[config.mk]
export PLATFORM = sky130hd
export DESIGN_NAME = z80Predecoder
export DESIGN_NICKNAME = d
export VERILOG_FILES = /design/src/hw/z80GroupPkg.sv /design/src/hw/z80FetchPkg.sv /design/src/hw/opcodeWindow.sv /design/src/hw/instrDecoder.sv /design/src/hw/groupArbiter.sv /design/src/hw/z80Predecoder.sv
export VERILOG_INCLUDE_DIRS = /design/src /design/src/hw
export SDC_FILE = /design/constraint.sdc
export NUM_CORES = 1
export LEC_CHECK = 0
export ABC_AREA = 0
export BUFFER_PORTS_ARGS = -buffer_cell sky130_fd_sc_hd__buf_2
export CORE_MARGIN = 2
export CORE_UTILIZATION = 30
export CTS_CLUSTER_SIZE = 28
export DETAILED_ROUTE_END_ITERATION = 8
export PLACE_DENSITY = 0.56
export SYNTH_ARGS = -nofsm -noshare
export SYNTH_HDL_FRONTEND = slang
export SYNTH_SLANG_ARGS = --single-unit
[constraint.sdc]
create_clock -name clk -period 3.7 [get_ports clk]
set_clock_uncertainty 0.2 [all_clocks]
set_input_delay 0.925 -clock clk [delete_from_list [all_inputs] [get_ports clk]]
set_output_delay 0.925 -clock clk [all_outputs]
set_load 0.01 [all_outputs]
[src/hw/z80_defs.svh]
`ifndef Z80_DEFS_SVH
`define Z80_DEFS_SVH

// Longest opcode assembled by the predecoder, in bytes.
// Sets both the decoder lane count and the window depth.
`define Z80_MAX_INSN_LEN 2

// Width of an instruction group code.
`define Z80_GROUP_WIDTH 8

// Prefix bytes that always need a second opcode byte.
`define Z80_PREFIX_CB 8'hCB
`define Z80_PREFIX_DD 8'hDD
`define Z80_PREFIX_ED 8'hED
`define Z80_PREFIX_FD 8'hFD

`endif

[src/hw/z80GroupPkg.sv]
`include "z80_defs.svh"

package z80GroupPkg;

    // Group codes handed to the sequencer.
    // Values are fixed so the core's microsequence table can index them.
    typedef enum logic [`Z80_GROUP_WIDTH-1:0] {
        NeedMoreBytes = 0,  // Opcode not complete yet.
        IllegalInstr  = 1,
        LdDdImmed     = 2,  // LD dd,nn.
        LdBcdeA       = 3,  // LD (BC),A and LD (DE),A.
        LdRegImmed    = 4,  // LD r,n.
        LdHlImmed     = 5,  // LD (HL),n.
        LdRegReg      = 6,  // LD r,r'.
        LdExtaddrA    = 7,  // LD (nn),A.
        LdAExtaddr    = 8,  // LD A,(nn).
        LdHlReg       = 9,  // LD (HL),r.
        LdDdExtaddr   = 10, // LD dd,(nn).
        LdExtaddrDd   = 11, // LD (nn),dd.
        LdRegIxiy     = 12, // LD r,(IX/IY+d).
        LdIxiyReg     = 13, // LD (IX/IY+d),r.
        LdIxiyImmed   = 14  // LD (IX/IY+d),n.
    } insnGroup;

endpackage

[src/hw/z80FetchPkg.sv]
`include "z80_defs.svh"

package z80FetchPkg;

    typedef logic [7:0] opByte;

    // Element 0 holds the first byte received, so an ED 4B
    // sequence reads as 16'h4BED.
    typedef opByte [`Z80_MAX_INSN_LEN-1:0] opWindow;

    // Byte count, 0 up to the maximum opcode length.
    typedef logic [$clog2(`Z80_MAX_INSN_LEN+1)-1:0] insnLen;

endpackage

[src/hw/opcodeWindow.sv]
`timescale 1ns/1ps

`include "z80_defs.svh"

module opcodeWindow
    import z80FetchPkg::*;
(
    input  logic    clk,
    input  logic    rst,
    input  logic    byteValid,
    input  opByte   byteIn,
    input  logic    consume,
    output opWindow window,
    output insnLen  fill
);

    localparam int SlotW = (`Z80_MAX_INSN_LEN > 1) ? $clog2(`Z80_MAX_INSN_LEN) : 1;

    always_ff @(posedge clk) begin
        if (rst) begin
            fill <= '0;
        end else if (consume) begin
            fill <= byteValid ? insnLen'(1) : insnLen'(0); // Fresh window.
        end else if (byteValid) begin
            fill <= fill + insnLen'(1);
        end
    end

    // Payload bytes.
    always_ff @(posedge clk) begin
        if (consume) begin
            window <= '0;
            if (byteValid) begin
                window[0] <= byteIn;  // Byte starts the next opcode.
            end
        end else if (byteValid) begin
            window[fill[SlotW-1:0]] <= byteIn;
        end
    end

endmodule

[src/hw/instrDecoder.sv]
`timescale 1ns/1ps

`include "z80_defs.svh"

module instrDecoder
    import z80GroupPkg::*;
    import z80FetchPkg::*;
#(
    parameter int laneLen = 1
) (
    input  opWindow  window,
    output insnGroup group
);

    logic [15:0] pair;

    assign pair = {window[1], window[0]};

    always_comb begin
        group = IllegalInstr;
        if (laneLen == 1) begin
            case (window[0])
                8'h01, 8'h11, 8'h21, 8'h31:
                    group = LdDdImmed;
                8'h02, 8'h12:
                    group = LdBcdeA;
                8'h06, 8'h0E, 8'h16, 8'h1E, 8'h26, 8'h2E, 8'h3E:
                    group = LdRegImmed;
                8'h36:
                    group = LdHlImmed;
                8'h40, 8'h41, 8'h42, 8'h43, 8'h44, 8'h45, 8'h47,
                8'h48, 8'h49, 8'h4A, 8'h4B, 8'h4C, 8'h4D, 8'h4F,
                8'h50, 8'h51, 8'h52, 8'h53, 8'h54, 8'h55, 8'h57,
                8'h58, 8'h59, 8'h5A, 8'h5B, 8'h5C, 8'h5D, 8'h5F,
                8'h60, 8'h61, 8'h62, 8'h63, 8'h64, 8'h65, 8'h67,
                8'h68, 8'h69, 8'h6A, 8'h6B, 8'h6C, 8'h6D, 8'h6F,
                8'h78, 8'h79, 8'h7A, 8'h7B, 8'h7C, 8'h7D, 8'h7F:
                    group = LdRegReg;
                8'h32:
                    group = LdExtaddrA;
                8'h3A:
                    group = LdAExtaddr;
                8'h70, 8'h71, 8'h72, 8'h73, 8'h74, 8'h75, 8'h77:
                    group = LdHlReg;
                `Z80_PREFIX_CB, `Z80_PREFIX_DD, `Z80_PREFIX_ED, `Z80_PREFIX_FD:
                    group = NeedMoreBytes;  // Wait for the second byte.
                default:
                    group = IllegalInstr;
            endcase
        end else if (laneLen == 2) begin
            // Prefix sits in the low byte.
            case (pair)
                16'h4BED, 16'h5BED, 16'h6BED, 16'h7BED:
                    group = LdDdExtaddr;
                16'h43ED, 16'h53ED, 16'h63ED, 16'h73ED:
                    group = LdExtaddrDd;
                16'h46DD, 16'h4EDD, 16'h56DD, 16'h5EDD,
                16'h66DD, 16'h6EDD, 16'h7EDD,
                16'h46FD, 16'h4EFD, 16'h56FD, 16'h5EFD,
                16'h66FD, 16'h6EFD, 16'h7EFD:
                    group = LdRegIxiy;
                16'h70DD, 16'h71DD, 16'h72DD, 16'h73DD,
                16'h74DD, 16'h75DD, 16'h77DD,
                16'h70FD, 16'h71FD, 16'h72FD, 16'h73FD,
                16'h74FD, 16'h75FD, 16'h77FD:
                    group = LdIxiyReg;
                16'h36DD, 16'h36FD:
                    group = LdIxiyImmed;
                // Every other pair ends here, so nothing waits past two bytes.
                default:
                    group = IllegalInstr;
            endcase
        end
    end

endmodule

[src/hw/groupArbiter.sv]
`timescale 1ns/1ps

`include "z80_defs.svh"

module groupArbiter
    import z80GroupPkg::*;
    import z80FetchPkg::*;
(
    input  logic     clk,
    input  logic     rst,
    input  insnLen   fill,
    input  insnGroup laneGroup [`Z80_MAX_INSN_LEN],
    output logic     consume,
    output logic     groupValid,
    output insnGroup group,
    output insnLen   length
);

    insnGroup selGroup;

    // Lane k decodes k+1 bytes.
    always_comb begin
        selGroup = NeedMoreBytes;
        for (int k = 0; k < `Z80_MAX_INSN_LEN; k++) begin
            if (fill == insnLen'(k + 1)) begin
                selGroup = laneGroup[k];
            end
        end
    end

    assign consume = (fill != '0) && (selGroup != NeedMoreBytes);

    always_ff @(posedge clk) begin
        if (rst) begin
            groupValid <= 1'b0;
            group      <= NeedMoreBytes;
            length     <= '0;
        end else begin
            groupValid <= consume;  // One pulse per opcode.
            if (consume) begin
                group  <= selGroup;
                length <= fill;
            end
        end
    end

endmodule

[src/hw/z80Predecoder.sv]
`timescale 1ns/1ps

`include "z80_defs.svh"

module z80Predecoder
    import z80GroupPkg::*;
    import z80FetchPkg::*;
(
    input  logic     clk,
    input  logic     rst,
    input  logic     byteValid,
    input  opByte    byteIn,
    output logic     groupValid,
    output insnGroup group,
    output insnLen   length
);

    opWindow  window;
    insnLen   fill;
    logic     consume;
    insnGroup laneGroup [`Z80_MAX_INSN_LEN];

    opcodeWindow uWindow (
        .clk       (clk),
        .rst       (rst),
        .byteValid (byteValid),
        .byteIn    (byteIn),
        .consume   (consume),
        .window    (window),
        .fill      (fill)
    );

    // One lane per candidate opcode length.
    for (genvar lane = 0; lane < `Z80_MAX_INSN_LEN; lane++) begin : gLane
        instrDecoder #(.laneLen(lane + 1)) uDecoder (
            .window (window),
            .group  (laneGroup[lane])
        );
    end

    groupArbiter uArbiter (
        .clk        (clk),
        .rst        (rst),
        .fill       (fill),
        .laneGroup  (laneGroup),
        .consume    (consume),
        .groupValid (groupValid),
        .group      (group),
        .length     (length)
    );

endmodule

Word level (Yosys, flattened, before mapping):

Memories as Yosys holds them, arrays and structs flattened. A register that Yosys moved wholly into a read port is not among the register bits.
Index checks and enable logic that the tools add are counted.
W data, S select, Z words.

* flip-flop bits (word level): 29
* ROM bits: 1024
* input bits: 11
* output and inout port bits: 11
* word-level logic and storage cells: 73
* memories: 1

Memories
* (no name shown): words 256, bits a word 4, read ports 1, clocked after memory_dff 1, wr ports 0, RTL line instrDecoder.sv:22 `case (window[0])`

* add/sub/neg operators: 1
* $lt $le $gt $ge: 2
* equal/unequal tests: 40
* muxes and demuxes: 13
* reduce and logical (&&, ||, !) cells: 10

Operators with widths (count)
* $eq A16 B15 Y1 const B: 36
* $mux W8: 7
* $eq A16 B14 Y1 const B: 2
* $reduce_or A14 Y1: 2
* $pmux W4 S5: 1
* $bwmux W16: 1
* $demux W8 S1: 1
* $reduce_bool A8 Y1: 1
* $reduce_or A4 Y1: 2
* $mux W2: 2
* $reduce_bool A2 Y1: 2
* $add A2 B1 Y2 const B: 1
* $eq A2 B1 Y1 const B: 1
* $eq A2 B2 Y1 const B: 1
* $logic_and A1 B1 Y1: 2
* $lt A1 B2 Y1 const B: 1
* $reduce_or A2 Y1: 1
* $ge A1 B1 Y1 const B: 1
* $mux W1: 1

Longest topological paths before layout:

Gate-level depths: netlist of run 1.

* depth in word-level cells: 8
* gate-level depth with buffers: 15
* mapped depth without buffers: 15

Modules after synthesis:

Synthesis of run 1 repeated with hierarchy kept, for this count alone.

* cell total of the unflattened synthesis: 180
* area total of the unflattened synthesis: 1696.6 sq um

Modules (own cells, without submodules)
* opcodeWindow: instances 1, cells an instance 62, area an instance 718.2 sq um, seq. area each 440.4 sq um
* groupArbiter: instances 1, cells an instance 55, area an instance 529.3 sq um, seq. area each 220.2 sq um
* instrDecoder (gLane[0].uDecoder): instances 1, cells an instance 36, area an instance 257.7 sq um, seq. area each 0.0 sq um
* instrDecoder (gLane[1].uDecoder): instances 1, cells an instance 27, area an instance 191.4 sq um, seq. area each 0.0 sq um

Worst setup path before layout of run 1:

OpenSTA, ideal clock, no wires.

* path type: register to register
* start: reg uWindow.fill[0]
* end: reg gLane[0].uDecoder.group[3] (netlist name)
* library setup time: 0.103 ns
* data arrival time: 3.096 ns
* data required time: 3.397 ns
* path slack: 0.300 ns
* cell stages (with the launch flop): 15
* path buffers: 0
* clock period less this slack: 3.400 ns
* cells stage by stage: dfxtp_1 inv_1 ha_1 nor2b_1 o31a_1 a2111oi_0 or3_1 nand2_1 nand2_1 o21ai_1 a22o_1 mux2_2 ha_1 nand4_1 a2111oi_2

* longest elaborated chain between the ends: 8
* elaborated cells on any way between the ends: 17
* classes of those cells: 2 x order compare; 2 x eq/ne; 8 x mux; 5 x reduce/logical

Ends and longest elaborated chain
* from (decl): RTL line opcodeWindow.sv:14 `output insnLen fill`
* from (signal assigned): RTL line opcodeWindow.sv:23 `fill <= byteValid ? insnLen'(1) : insnLen'(0);`
* from (signal assigned): RTL line opcodeWindow.sv:25 `fill <= fill + insnLen'(1);`
* $lt A1 B2 Y1 (implied by the code) / $ge A1 B1 Y1 (equally long branches): RTL line opcodeWindow.sv:37 `window[fill[SlotW-1:0]] <= byteIn;`
* $logic_and A1 B1 Y1 (implied by the code): RTL line opcodeWindow.sv:37
* $mux W8 (implied by the code): RTL line opcodeWindow.sv:37
* $demux W8 S1
* $bwmux W16: RTL line opcodeWindow.sv:37
* $mux W8: RTL line opcodeWindow.sv:36 `end else if (byteValid) begin`
* $mux W8: RTL line opcodeWindow.sv:31 `if (consume) begin`
* $mux W8 (no line) (*)

Mark *: on every way between the ends. The rest lies on a longest branch, timed or not. The select of a mux whose other input is x is not followed.
A chain may end at the register's enable or synchronous reset.

Final worst setup path of run 1:

* start: reg uWindow.window[1] (netlist bit)
* end: reg gLane[0].uDecoder.group[1] (netlist name)

* longest elaborated chain between the ends: 8
* elaborated cells on any way between the ends: 52
* classes of those cells: 38 x eq/ne; 6 x mux; 8 x reduce/logical

Ends and longest elaborated chain
* from (decl): RTL line opcodeWindow.sv:13 `output opWindow window,`
* from (signal, indexed assignment): RTL line opcodeWindow.sv:37
* $eq A16 B15 Y1 / $eq A16 B14 Y1 (equally long branches): RTL line instrDecoder.sv:52 `case (pair)`
* $reduce_or A14 Y1 (tied with other cells): RTL line instrDecoder.sv:52
* $pmux W4 S5: RTL line instrDecoder.sv:52
* $mux W8: RTL line groupArbiter.sv:25 `if (fill == insnLen'(k + 1)) begin`
* $reduce_bool A8 Y1: RTL line groupArbiter.sv:31 `assign consume = (fill != '0) && (selGroup != NeedMoreBytes);`
* $logic_and A1 B1 Y1: RTL line groupArbiter.sv:31
* $mux W8 / $reduce_bool A2 Y1 (equally long branches)
* $mux W8 (no line) (*)

Marked as above.

==> results of run 1 <==
[power by group through the flow]
| stage | Combinational (mW) | Clock, mW | Sequential [mW] |
|---|---|---|---|
| 6_report | 0.335 | 0.242 | 0.452 |
| 5_1_grt | 0.372 | 0.264 | 0.460 |
| 4_1_cts | 0.328 | 0.249 | 0.452 |
| 3_5_place_dp | 0.326 | 0 | 0.458 |
| 3_3_place_gp | 0.326 | 0 | 0.458 |
| 2_1_floorplan | 0.245 | 0 | 0.450 |
[state kept, by name, summed over array words and instances, names as in the netlist]
name and count:
uArbiter.groupValid 1, uArbiter.length 2, gLane.uDecoder.group 4, uArbiter.group 4
uWindow.window 16, uWindow.fill 2
[critical path, delay by kind of cell, from the launching register on]
kind | cells | cell delay, ps
compound gates | 6 | 1310
mux | 1 | 290
fa+ha+maj | 1 | 260
simple gates | 5 | 820
flops | 1 | 420
[metal layers]
metal / vias up / wire length (µm) / share of wire, %
met5: - / 0 / 0
met2: 41 / 1990 / 46
met4: 0 / 74 / 1.7
met1: 715 / 2110 / 48
met3: 8 / 189 / 4.3
li1: 765 / - / -
[repair_timing]
action | in CTS | in global routing
setup endpoints to repair | 0 | 3
gates resized for setup | 0 | 6
setup buffers | 0 | 0
hold buffers | 0 | 0
[cells in the final DEF (no fill, tap or decap), types with 3 or more instances in the layout]
cell      synthesis  final
nand2_1          25     24
dfxtp_1          21     21
buf_2             1     17
a21oi_1          16     16
buf_4             4     12
nor2_1           11     11
nand3_1          11     11
a22o_1            8      8
edfxtp_1          8      8
inv_1             5      5
a32oi_1           5      5
a32o_1            5      5
ha_1              6      5
clkbuf_8          0      5
nand4_1           4      4
conb_1            1      4
a211oi_1          3      3
mux2i_1           3      3
a311oi_1          3      3
o21ai_0           3      3
[worst max-delay path by stage]
| stage | end | slack [ps] | depth (start not counted) |
|---|---|---|---|
| 6_report | gLane[0].uDecoder.group[1]$_SDFF_PP0_ | 290 | 13 |
| 3_3_place_gp | gLane[0].uDecoder.group[0]$_DFF_P_ | 120 | 15 |
| 2_1_floorplan | gLane[0].uDecoder.group[3]$_SDFF_PP0_ | 300 | 14 |
| 5_1_grt | gLane[0].uDecoder.group[1]$_SDFF_PP0_ | 30 | 13 |
| 4_1_cts | gLane[0].uDecoder.group[3]$_SDFF_PP0_ | 130 | 14 |
| 3_5_place_dp | gLane[0].uDecoder.group[3]$_SDFF_PP0_ | 170 | 14 |
[logic make-up after synthesis]
kind of cell	after synthesis	synth area share [%]
other	1	0.217
and+or+nand+nor	70	21.3
buffers and inverters	19	5.93
xor gates and xnor gates	2	1.01
muxes	5	3.04
DFF	29	38.2
AOI/OAI and AO/OA	57	26.0
adders and majority gates	6	4.34
[final cells by class]
class,count,area (µm²),share of cell area [%]
timing repair buffer,29,175,8.64
clock buffer,5,68.8,3.39
tap,72,90.1,4.44
multi-input combinational,144,998,49.2
inverter,6,22.5,1.11
clock inverter,3,12.5,0.617
sequential,29,661,32.6
[metrics by stage]
stage / cells / power (mW) / instance area, µm² / hold WS (ps) / setup WS [ps]
final: 288 / 1.03 / 2030 / 249 / 294
after global placement: 280 / 0.784 / 1930 / 238 / 125
after detailed placement: 280 / 0.784 / 1930 / 244 / 172
after CTS: 288 / 1.03 / 2010 / 250 / 129
after global routing: 288 / 1.10 / 2030 / 272 / 32.4
after floorplan: 192 / 0.694 / 1740 / 240 / 300
==> metrics.md, run 1 <==
| Metric | Value |
|---|---|
| Status | complete, no violations |
| Critical path required time | 3690 ps |
| Critical Path End Type | flop |
| Most instantiated library cell after synthesis | nand2_1 |
| Cell Int Power | 0.669 mW |
| CP max stage delay | 440 ps |
| Number of flops mapped to enable cells by yosys | 8 |
| GR Overflow Total | 0 |
| Fill cells | 594 |
| Net Switching | 0.360 mW |
| Largest cells by area after synthesis | dfxtp_1, edfxtp_1, nand2_1 |
| Antenna violations before repair | 0 |
| Max FO, Critical Path | 7 |
| Die Wd | 79.9 µm |
| Max Cap Viol | 0 |
| Peak supply drop | 163 µV |
| Critical Path AT | 3400 ps |
| Cell row count | 27 |
| GRT Max-Usage Layer | met2 |
| Met1 Usage GRT | 20.0% |
| Core area | 0.00554 mm² |
| Share of layout cells above drive strength 1 | 22.2% |
| Clock Power Share | 23.5% |
| Synth warn | 0 |
| Setup Viol. Count Final | 0 |
| M2 GR Usage | 22.2% |
| Register share of total power | 43.9% |
| Slowest-stage cell, CP | o41ai_4 |
| DRT Pass-1 Iters | 4 |
| Post-synth top area share | 24.3% |
| R2R depth | 13 |
| PD cells | 508 mW/mm² |
| Clock Latency Late Sink | 290 ps |
| Max-slew violations | 0 |
| H-Tree Depth | 2 |
| Worst r2r src | uWindow.window[1]$_DFFE_PN_ |
| Total GRT Usage | 14.6% |
| Tmin final | 3410 ps |
| Total Neg Setup Slack | 0 ps |
| Post-route DRC | 0 |
| RR Endpoint | gLane[0].uDecoder.group[1]$_SDFF_PP0_ |
| Rel. slew slack | 62.5% |
| Critical Path Source Type | flop |
| Root buffer cell | clkbuf_8 |
| Post-synthesis sequential area ratio | 38.2% |
| Final nets | 232 |
| Wire length per cell | 15.1 µm |
| Mean post-synth cell area | 9.16 µm² |
| Synthesized flop and latch total | 29 |
| I/O pins | 22 |
| Ys async rst share | 0% |
| Leak | 0.794 nW |
| WHS Path Cells | 2 |
| Main synth FF type | dfxtp_1 |
| Die outline height | 79.9 µm |
| Fin. Hold Viols | 0 |
| Post-DP HPWL | 3230 µm |
| Starting DRC count in detailed routing | 91 |
| Number of vias per cell | 5.31 |
| Synthesized area | 0.00173 mm² |
| WHS Endpoint | uArbiter.length[0]$_SDFFE_PP0N_ |
| Sw Ratio | 35.0% |
| Cell count after synthesis | 189 |
| CP Class | reg -> reg |
| CTS tree | done |
| Worst hold start | uArbiter.length[0]$_SDFFE_PP0N_ |
| Post-DRT Antenna Nets | 0 |
| Worst slew pin tran | 562 ps |
| CTS Buf Count | 5 |
| Via count | 1,529 |
| Synth-to-layout area growth | 17.2% |
| Combinational share of power | 32.6% |
| Setup repair after global routing missed its margin | false |
| Worst-path clk slew | 60 ps |
| ANT cells | 0 |
| Flop2flop setup slack | 290 ps |
| First-pass GRT wire length | 7130 µm |
| Met3 Track Usage GR | 3.05% |
| Max Root-Sink Buffers | 2 |
| Top cells by count, synth | nand2_1, dfxtp_1, a21oi_1 |
| Routability Congestion | 0.868 |
| Die ar. | 0.00639 mm² |
| Clk sink count | 29 |
| Most numerous cell on the critical path | nand2_1 |
| Largest net degree at the start of global routing | 22 |
| Crit path from | uWindow.window[1]$_DFFE_PN_ |
| Number of global-route vias before repair | 1,364 |
| Final design utilization | 36.6% |
| Starting Density | 31.2% |
| # port buffers | 17 |
| Highest Clock Rate | 294 MHz |
| Yosys cell types | 53 |
| Min-delay worst type | reg -> reg |
| Fin crit share | 92.1% |
| CP cell instances | nand2b_1 > nor3_1 > nand2_1 > o41ai_4 > nand2_2 > nand2_1 > o21ai_1 > a22o_1 > mux2_2 > ha_1 > o21ai_0 > o41ai_1 > a211oi_1 |
| WL final | 4360 µm |
| Leading area contributor after synthesis | dfxtp_1 |
No activity file was read; power rests on OpenSTA's default activity.
==> inputs of run 2 (changes only) <==
--- a/config.mk
+++ b/config.mk
@@ -13,6 +13,7 @@
 export CTS_CLUSTER_SIZE = 28
 export DETAILED_ROUTE_END_ITERATION = 8
 export PLACE_DENSITY = 0.56
+export SETUP_SLACK_MARGIN = 0.4
 export SYNTH_ARGS = -nofsm -noshare
 export SYNTH_HDL_FRONTEND = slang
 export SYNTH_SLANG_ARGS = --single-unit
==> run 2 against run 1 <==
  * Sequential power rose by 1%
  * Critical path depth rose by 2
  * Routed wire length rose by 9.5%
  * Highest routed layer unchanged
  * Combinational power rose by 37%
  * Global-route usage rose by 0.40 points
  * Register-to-register slack improved by 160 ps
  * Maximum frequency rose by 5.0%
  * Cell area rose by 18%
  * Clock-buffer cell count rose by 2
==> metrics.md, run 2 (synthesis results as in run 1) <==
| Metric | Value |
|---|---|
| WL final | 4780 µm (+9.5%) |
| Most common cell after layout, fill and taps aside | buf_4 |
| Clk sink count | 29 (unchanged) |
| Share of layout cells above drive strength 1 | 40.5% (+18 points) |
| Fin. Hold Viols | 0 (unchanged) |
| Tmin final | 3240 ps (-162 ps) |
| I/O pins | 22 (unchanged) |
| Highest Clock Rate | 308 MHz (+5.0%) |
| Peak supply drop | 195 µV (+19%) |
| Critical Path Source Type | flop |
| Rel. slew slack | 63.8% (+1.2 points) |
| Largest register FFs | 16 (unchanged) |
| Met1 wire length | 2160 µm (+2.3%) |
| Critical Path AT | 3230 ps (-170 ps) |
| First-pass GRT wire length | 7210 µm (+1.1%) |
| Final Power | 1.26 mW (+23%) |
| Top flop regs | uWindow.window (16), gLane.uDecoder.group (4), uArbiter.group (4) |
| Die Wd | 79.9 µm (unchanged) |
| Routability Congestion | 0.838 (-3.4%) |
| Setup slack after placement | 109 ps (-63.9 ps) |
| Max Cap Viol | 0 (unchanged) |
| Wire length per cell | 15.7 µm (+3.8%) |
| Core area | 0.00554 mm² (unchanged) |
| Post-DRT Antenna Nets | 0 (unchanged) |
| Status | complete, no violations |
| WL met3 | 290 µm (+53%) |
| Starting Density | 31.2% (unchanged) |
| Starting DRC count in detailed routing | 118 (+30%) |
| Cell row count | 27 (unchanged) |
| H-Tree Depth | 2 (unchanged) |
| Worst slew pin tran | 543 ps (-18.7 ps) |
| Worst-path clk slew | 70 ps (about the same) |
| Post-route DRC | 0 (unchanged) |
| ANT cells | 0 (unchanged) |
| Setup Viol. Count Final | 0 (unchanged) |
| DRT Pass-1 Iters | 4 (unchanged) |
| Post-CTS Hold Buffers | 0 (unchanged) |
| Commonest cells after routing, fill and taps aside | buf_4, nand2_1, dfxtp_1, buf_2, a21oi_1 |
| Total Neg Setup Slack | 0 ps (unchanged) |
| Fill cells | 546 (-8.1%) |
| Final nets | 248 (+6.9%) |
| Total GRT Usage | 15.0% (+0.40 points) |
| Leak | 0.925 nW (+16%) |
| Flop2flop setup slack | 460 ps (+160 ps) |
| Max FO, Critical Path | 7 (unchanged) |
| Critical Path End Type | flop |
| Number of global-route vias before repair | 1,427 (+4.6%) |
| CP Class | reg -> reg |
| Min-delay worst type | reg -> reg |
| Max Root-Sink Buffers | 2 (unchanged) |
| GR Overflow Total | 0 (unchanged) |
| Setup repair after global routing missed its margin | true |
| Post-DP HPWL | 3310 µm (+2.5%) |
| # port buffers | 17 (unchanged) |
| Most flops, register | uWindow.window |
| Fin worst setup slack | 456 ps (+162 ps) |
| Metal2 WL | 2260 µm (+14%) |
| CTS Buf Count | 5 (unchanged) |
| CTS tree | done |
| Antenna violations before repair | 0 (unchanged) |
| Synth-to-layout area growth | 38.8% |
| Clock Latency Late Sink | 280 ps (about the same) |
| Max-slew violations | 0 (unchanged) |
| Top Layer Used | met4 |
| Die outline height | 79.9 µm (unchanged) |
| PD cells | 526 mW/mm² (+3.7%) |
| Critical path required time | 3690 ps (about the same) |
| Via count | 1,636 (+7.0%) |
| Number of vias per cell | 5.38 (+1.4%) |
| Die ar. | 0.00639 mm² (unchanged) |
| Fin crit share | 87.7% (-4.4 points) |
| Largest net degree at the start of global routing | 26 (+18%) |
| Root buffer cell | clkbuf_8 |
run 2: timing repair:
item | in CTS | in global routing
buffers inserted | 8 | 8
hold endpoints to repair | 0 | 0
setup endpoints to repair | 4 | 4
pin swaps | 5 | 10
cloned | 0 | 0
resized for setup | 15 | 33
run 2: power breakdown:
group / total (mW) / internal (mW) / switching (mW)
logic: 0.460 / 0.215 / 0.245
registers: 0.457 / 0.401 / 0.0564
clock network: 0.346 / 0.219 / 0.126
total: 1.26 / 0.836 / 0.428
run 2: per-stage QoR:
stage                     cells  hold WS, ps  area (µm²)  utilization (%)
after detailed placement    280          244        1940             34.9
after CTS                   296          254        2180             39.3
after floorplan             192          240        1750                -
after global placement      280          237        1940             34.9
after global routing        304          264        2400             43.3
final                       304          251        2400             43.3
run 2: path summary, 6_finish.rpt:
check / start / endpoint / cells past startpoint
setup / recovery: uWindow.fill[1]$_SDFFE_PP0N_ / gLane[0].uDecoder.group[3]$_SDFF_PP0_ / 15
hold / removal: uArbiter.length[1]$_SDFFE_PP0N_ / uArbiter.length[1]$_SDFFE_PP0N_ / 2
setup reg to reg: uWindow.fill[1]$_SDFFE_PP0N_ / gLane[0].uDecoder.group[3]$_SDFF_PP0_ / 15
hold reg to reg: uArbiter.length[1]$_SDFFE_PP0N_ / uArbiter.length[1]$_SDFFE_PP0N_ / 2
run 2: layout make-up:
class / count / area, µm² / share of cell area, %
Tap cell: 72 / 90.1 / 3.75
Inverter: 6 / 36.3 / 1.51
Timing Repair Buffer: 45 / 295 / 12.3
Sequential cell: 29 / 662 / 27.6
Clock inverter: 1 / 30.0 / 1.25
Multi-Input combinational cell: 144 / 1200 / 50.0
Clock buffer: 7 / 86.3 / 3.60
run 2: critical path, stage by stage (launching register included):
cell	delay, ps
dfxtp_2	380
inv_2	50
ha_2	180
nor2b_4	120
o31a_1	120
a2111oi_1	450
or3_4	230
nand2_4	60
nand2_2	100
o21ai_4	70
a22o_1	230
mux2_4	290
ha_4	190
nand2_2	80
nand2_2	60
a2111oi_4	330
run 2: routing by layer:
layer	up-vias	track usage, %
met2	68	23.1
met3	7	3.96
met1	763	19.4
met5	-	0
met4	0	6.78
li1	798	-
==> inputs of run 3 (changes only) <==
--- a/config.mk
+++ b/config.mk
@@ -12,7 +12,7 @@
 export CORE_UTILIZATION = 30
 export CTS_CLUSTER_SIZE = 28
 export DETAILED_ROUTE_END_ITERATION = 8
-export PLACE_DENSITY = 0.56
+export PLACE_DENSITY = 0.49
 export SETUP_SLACK_MARGIN = 0.4
 export SYNTH_ARGS = -nofsm -noshare
 export SYNTH_HDL_FRONTEND = slang
==> run 3 against run 2 <==
  * Cell count shrank 0.66%
  * Sequential power grew 3%
  * Non-clock buffer count shrank 2
  * Die area stayed put
  * Critical endpoint is now gLane[0].uDecoder.group[0]$_DFF_P_
  * Highest routed layer unchanged
==> metrics.md, run 3 (synthesis results as in run 1) <==
| Metric | Value |
|---|---|
| CTS Buf Count | 5 (unchanged) |
| Post-CTS Hold Buffers | 0 (unchanged) |
| Share of layout cells above drive strength 1 | 43.0% (+2.5 points) |
| Highest Clock Rate | 309 MHz (+0.28%) |
| Via count | 1,608 (-1.7%) |
| WHS Endpoint | uArbiter.length[0]$_SDFFE_PP0N_ |
| Cell row count | 27 (unchanged) |
| PD cells | 489 mW/mm² (-7.0%) |
| WHS Path Cells | 2 (unchanged) |
| Min-delay worst type | reg -> reg |
| Critical path required time | 3640 ps (-50 ps) |
| Number of global-route vias before repair | 1,405 (-1.5%) |
| Most flops, register | uWindow.window |
| Largest net degree at the start of global routing | 18 (-31%) |
| Placed Area | 0.00191 mm² (-1.2%) |
| I/O pins | 22 (unchanged) |
| Register Area | 668 µm² (+0.95%) |
| ANT cells | 0 (unchanged) |
| Synth-to-layout area growth | 38.6% |
| Die outline height | 79.9 µm (unchanged) |
| Critical path buffers and inverters | 1 (unchanged) |
| Routability Congestion | 0.814 (-2.8%) |
| Leak | 0.915 nW (-1.1%) |
| Clk sink count | 29 (unchanged) |
| Max Root-Sink Buffers | 2 (unchanged) |
| # port buffers | 17 (unchanged) |
| Area of the multi-input gates | 0.00125 mm² (+4.2%) |
| R2R depth | 14 (-1) |
| Core area | 0.00554 mm² (unchanged) |
| Worst r2r src | uWindow.window[9]$_SDFFE_PN0P_ |
| Worst hold start | uArbiter.length[0]$_SDFFE_PP0N_ |
| DRT Pass-1 Iters | 5 (+1) |
| Number of vias per cell | 5.32 (-1.1%) |
| Worst-path clk slew | 60 ps (about the same) |
| Largest register FFs | 16 (unchanged) |
| CP max stage delay | 330 ps (-120 ps) |
| Max FO, Critical Path | 6 (-1) |
| Flop2flop setup slack | 470 ps (about the same) |
| Critical Path Source Type | flop |
| CP Class | reg -> reg |
| Fin. Hold Viols | 0 (unchanged) |
| Crit-path leading delay family | simple AND/OR/NAND/NOR gates |
| Post-route DRC | 0 (unchanged) |
| Most common cell after layout, fill and taps aside | buf_4 |
| Top flop regs | uWindow.window (16), gLane.uDecoder.group (4), uArbiter.group (4) |
| Root buffer cell | clkbuf_8 |
| Die ar. | 0.00639 mm² (unchanged) |
| Design area | 0.00240 mm² (-0.10%) |
| Non-Filler Instances | 302 (-0.66%) |
| RR Endpoint | gLane[0].uDecoder.group[0]$_DFF_P_ |
| Fin crit share | 87.4% (-0.25 points) |
| Total Neg Setup Slack | 0 ps (unchanged) |
| Starting Density | 31.2% (unchanged) |
| Antenna violations before repair | 0 (unchanged) |
| Peak supply drop | 196 µV (+0.90%) |
| Final nets | 247 (-0.40%) |
| Most numerous cell on the critical path | nand2_4 |
| Commonest cells after routing, fill and taps aside | buf_4, nand2_1, buf_2, a21oi_1, dfxtp_1 |
| Wire length per cell | 16.3 µm (+3.9%) |
| CTS tree | done |
| Post-DP HPWL | 3340 µm (+1.0%) |
| CP cell instances | and3b_2 > and4bb_2 > buf_6 > a2111oi_4 > or3_4 > nand2_4 > nand2_4 > o21ai_4 > a22o_1 > mux2i_2 > ha_4 > nand4_1 > a311oi_2 > a311oi_1 |
| Post-DRT Antenna Nets | 0 (unchanged) |
| First-pass GRT wire length | 7210 µm (unchanged) |
| Dpl cells | 277 (-1.1%) |
| Total GRT Usage | 14.8% (-0.15 points) |
| H-Tree Depth | 2 (unchanged) |
| Max Cap Viol | 0 (unchanged) |
| Starting DRC count in detailed routing | 68 (-42%) |
| Status | complete, no violations |
| Setup repair after global routing missed its margin | true |
| Setup Viol. Count Final | 0 (unchanged) |
| Tmin final | 3230 ps (-9.20 ps) |
| Fill cells | 566 (+3.7%) |
| Max-slew violations | 0 (unchanged) |
| Clock Latency Late Sink | 280 ps (about the same) |
| WL final | 4930 µm (+3.2%) |
| GR Overflow Total | 0 (unchanged) |
| Die Wd | 79.9 µm (unchanged) |
| Slowest-stage cell, CP | dfxtp_2 |
| Critical Path AT | 3180 ps (-50 ps) |
| Critical Path End Type | flop |
run 3: cell count changes in the layout (fill, tap and decap cells not counted), sizes merged:
cell | previous run | this run
clkinv | 0 | 2
bufinv | 2 | 0
buf | 45 | 43
a32oi | 6 | 7
clkbuf | 7 | 6
run 3: layout make-up:
class / instances / area share (%)
clock inverters: 1 / 0.209
multi-input cells: 145 / 52.2
flip-flops and latches: 29 / 27.9
clock buffers: 6 / 3.03
inverters: 6 / 0.991
repair buffers: 43 / 12.0
well taps: 72 / 3.76
run 3: worst max path at each step:
stage                                         from                                     to  slack, ps  cells after the start
CTS                   uWindow.fill[1]$_SDFFE_PP0N_  gLane[0].uDecoder.group[1]$_SDFF_PP0_        420                     15
floorplan             uWindow.fill[0]$_SDFFE_PP0N_  gLane[0].uDecoder.group[1]$_SDFF_PP0_        410                     13
global placement      uWindow.fill[0]$_SDFFE_PP0N_  gLane[0].uDecoder.group[1]$_SDFF_PP0_        170                     13
global route        uWindow.window[9]$_SDFFE_PN0P_     gLane[0].uDecoder.group[0]$_DFF_P_        350                     14
detailed placement    uWindow.fill[0]$_SDFFE_PP0N_  gLane[0].uDecoder.group[1]$_SDFF_PP0_        170                     13
finish              uWindow.window[9]$_SDFFE_PN0P_     gLane[0].uDecoder.group[0]$_DFF_P_        470                     14
run 3: power by group:
group | total (mW) | switching (mW) | internal [mW]
clock network | 0.240 | 0.112 | 0.127
logic | 0.465 | 0.250 | 0.215
registers | 0.469 | 0.0640 | 0.405
run 3: repair_timing:
action                                 CTS  global route
resized for setup                       15            44
pin swaps                                1            18
endpoints found under the hold margin    0             0
setup buffers                            0            17
setup endpoints to repair                4             4
cloned                                   0             1
run 3: per-stage QoR:
| stage | setup WS, ps | hold slack [ps] | power (mW) | utilization [%] |
|---|---|---|---|---|
| 4_1_cts | 421 | 255 | 1.05 | 37.1 |
| 6_report | 465 | 250 | 1.17 | 43.3 |
| 3_5_place_dp | 170 | 246 | 0.784 | 34.5 |
| 2_1_floorplan | 406 | 240 | 0.697 | - |
| 5_1_grt | 349 | 281 | 1.24 | 43.3 |
| 3_3_place_gp | 167 | 241 | 0.786 | 34.5 |
run 3: worst register-to-register path: cells and delay by family, from the launching register on:
kind	cells	cell delay (ps)
and+or+nand+nor	6	1040
AOI/OAI and AO/OA	5	970
DFF	1	330
muxes	1	230
adders and majority gates	1	220
buffers and inverters	1	120
run 3: metal layers:
layer | part of all wire, % | track usage, % | up-vias
li1 | - | - | 798
met1 | 48 | 20.6 | 747
met2 | 46 | 22.8 | 51
met3 | 4.3 | 3.05 | 12
met4 | 1.5 | 4.58 | 0
met5 | 0 | 0 | -
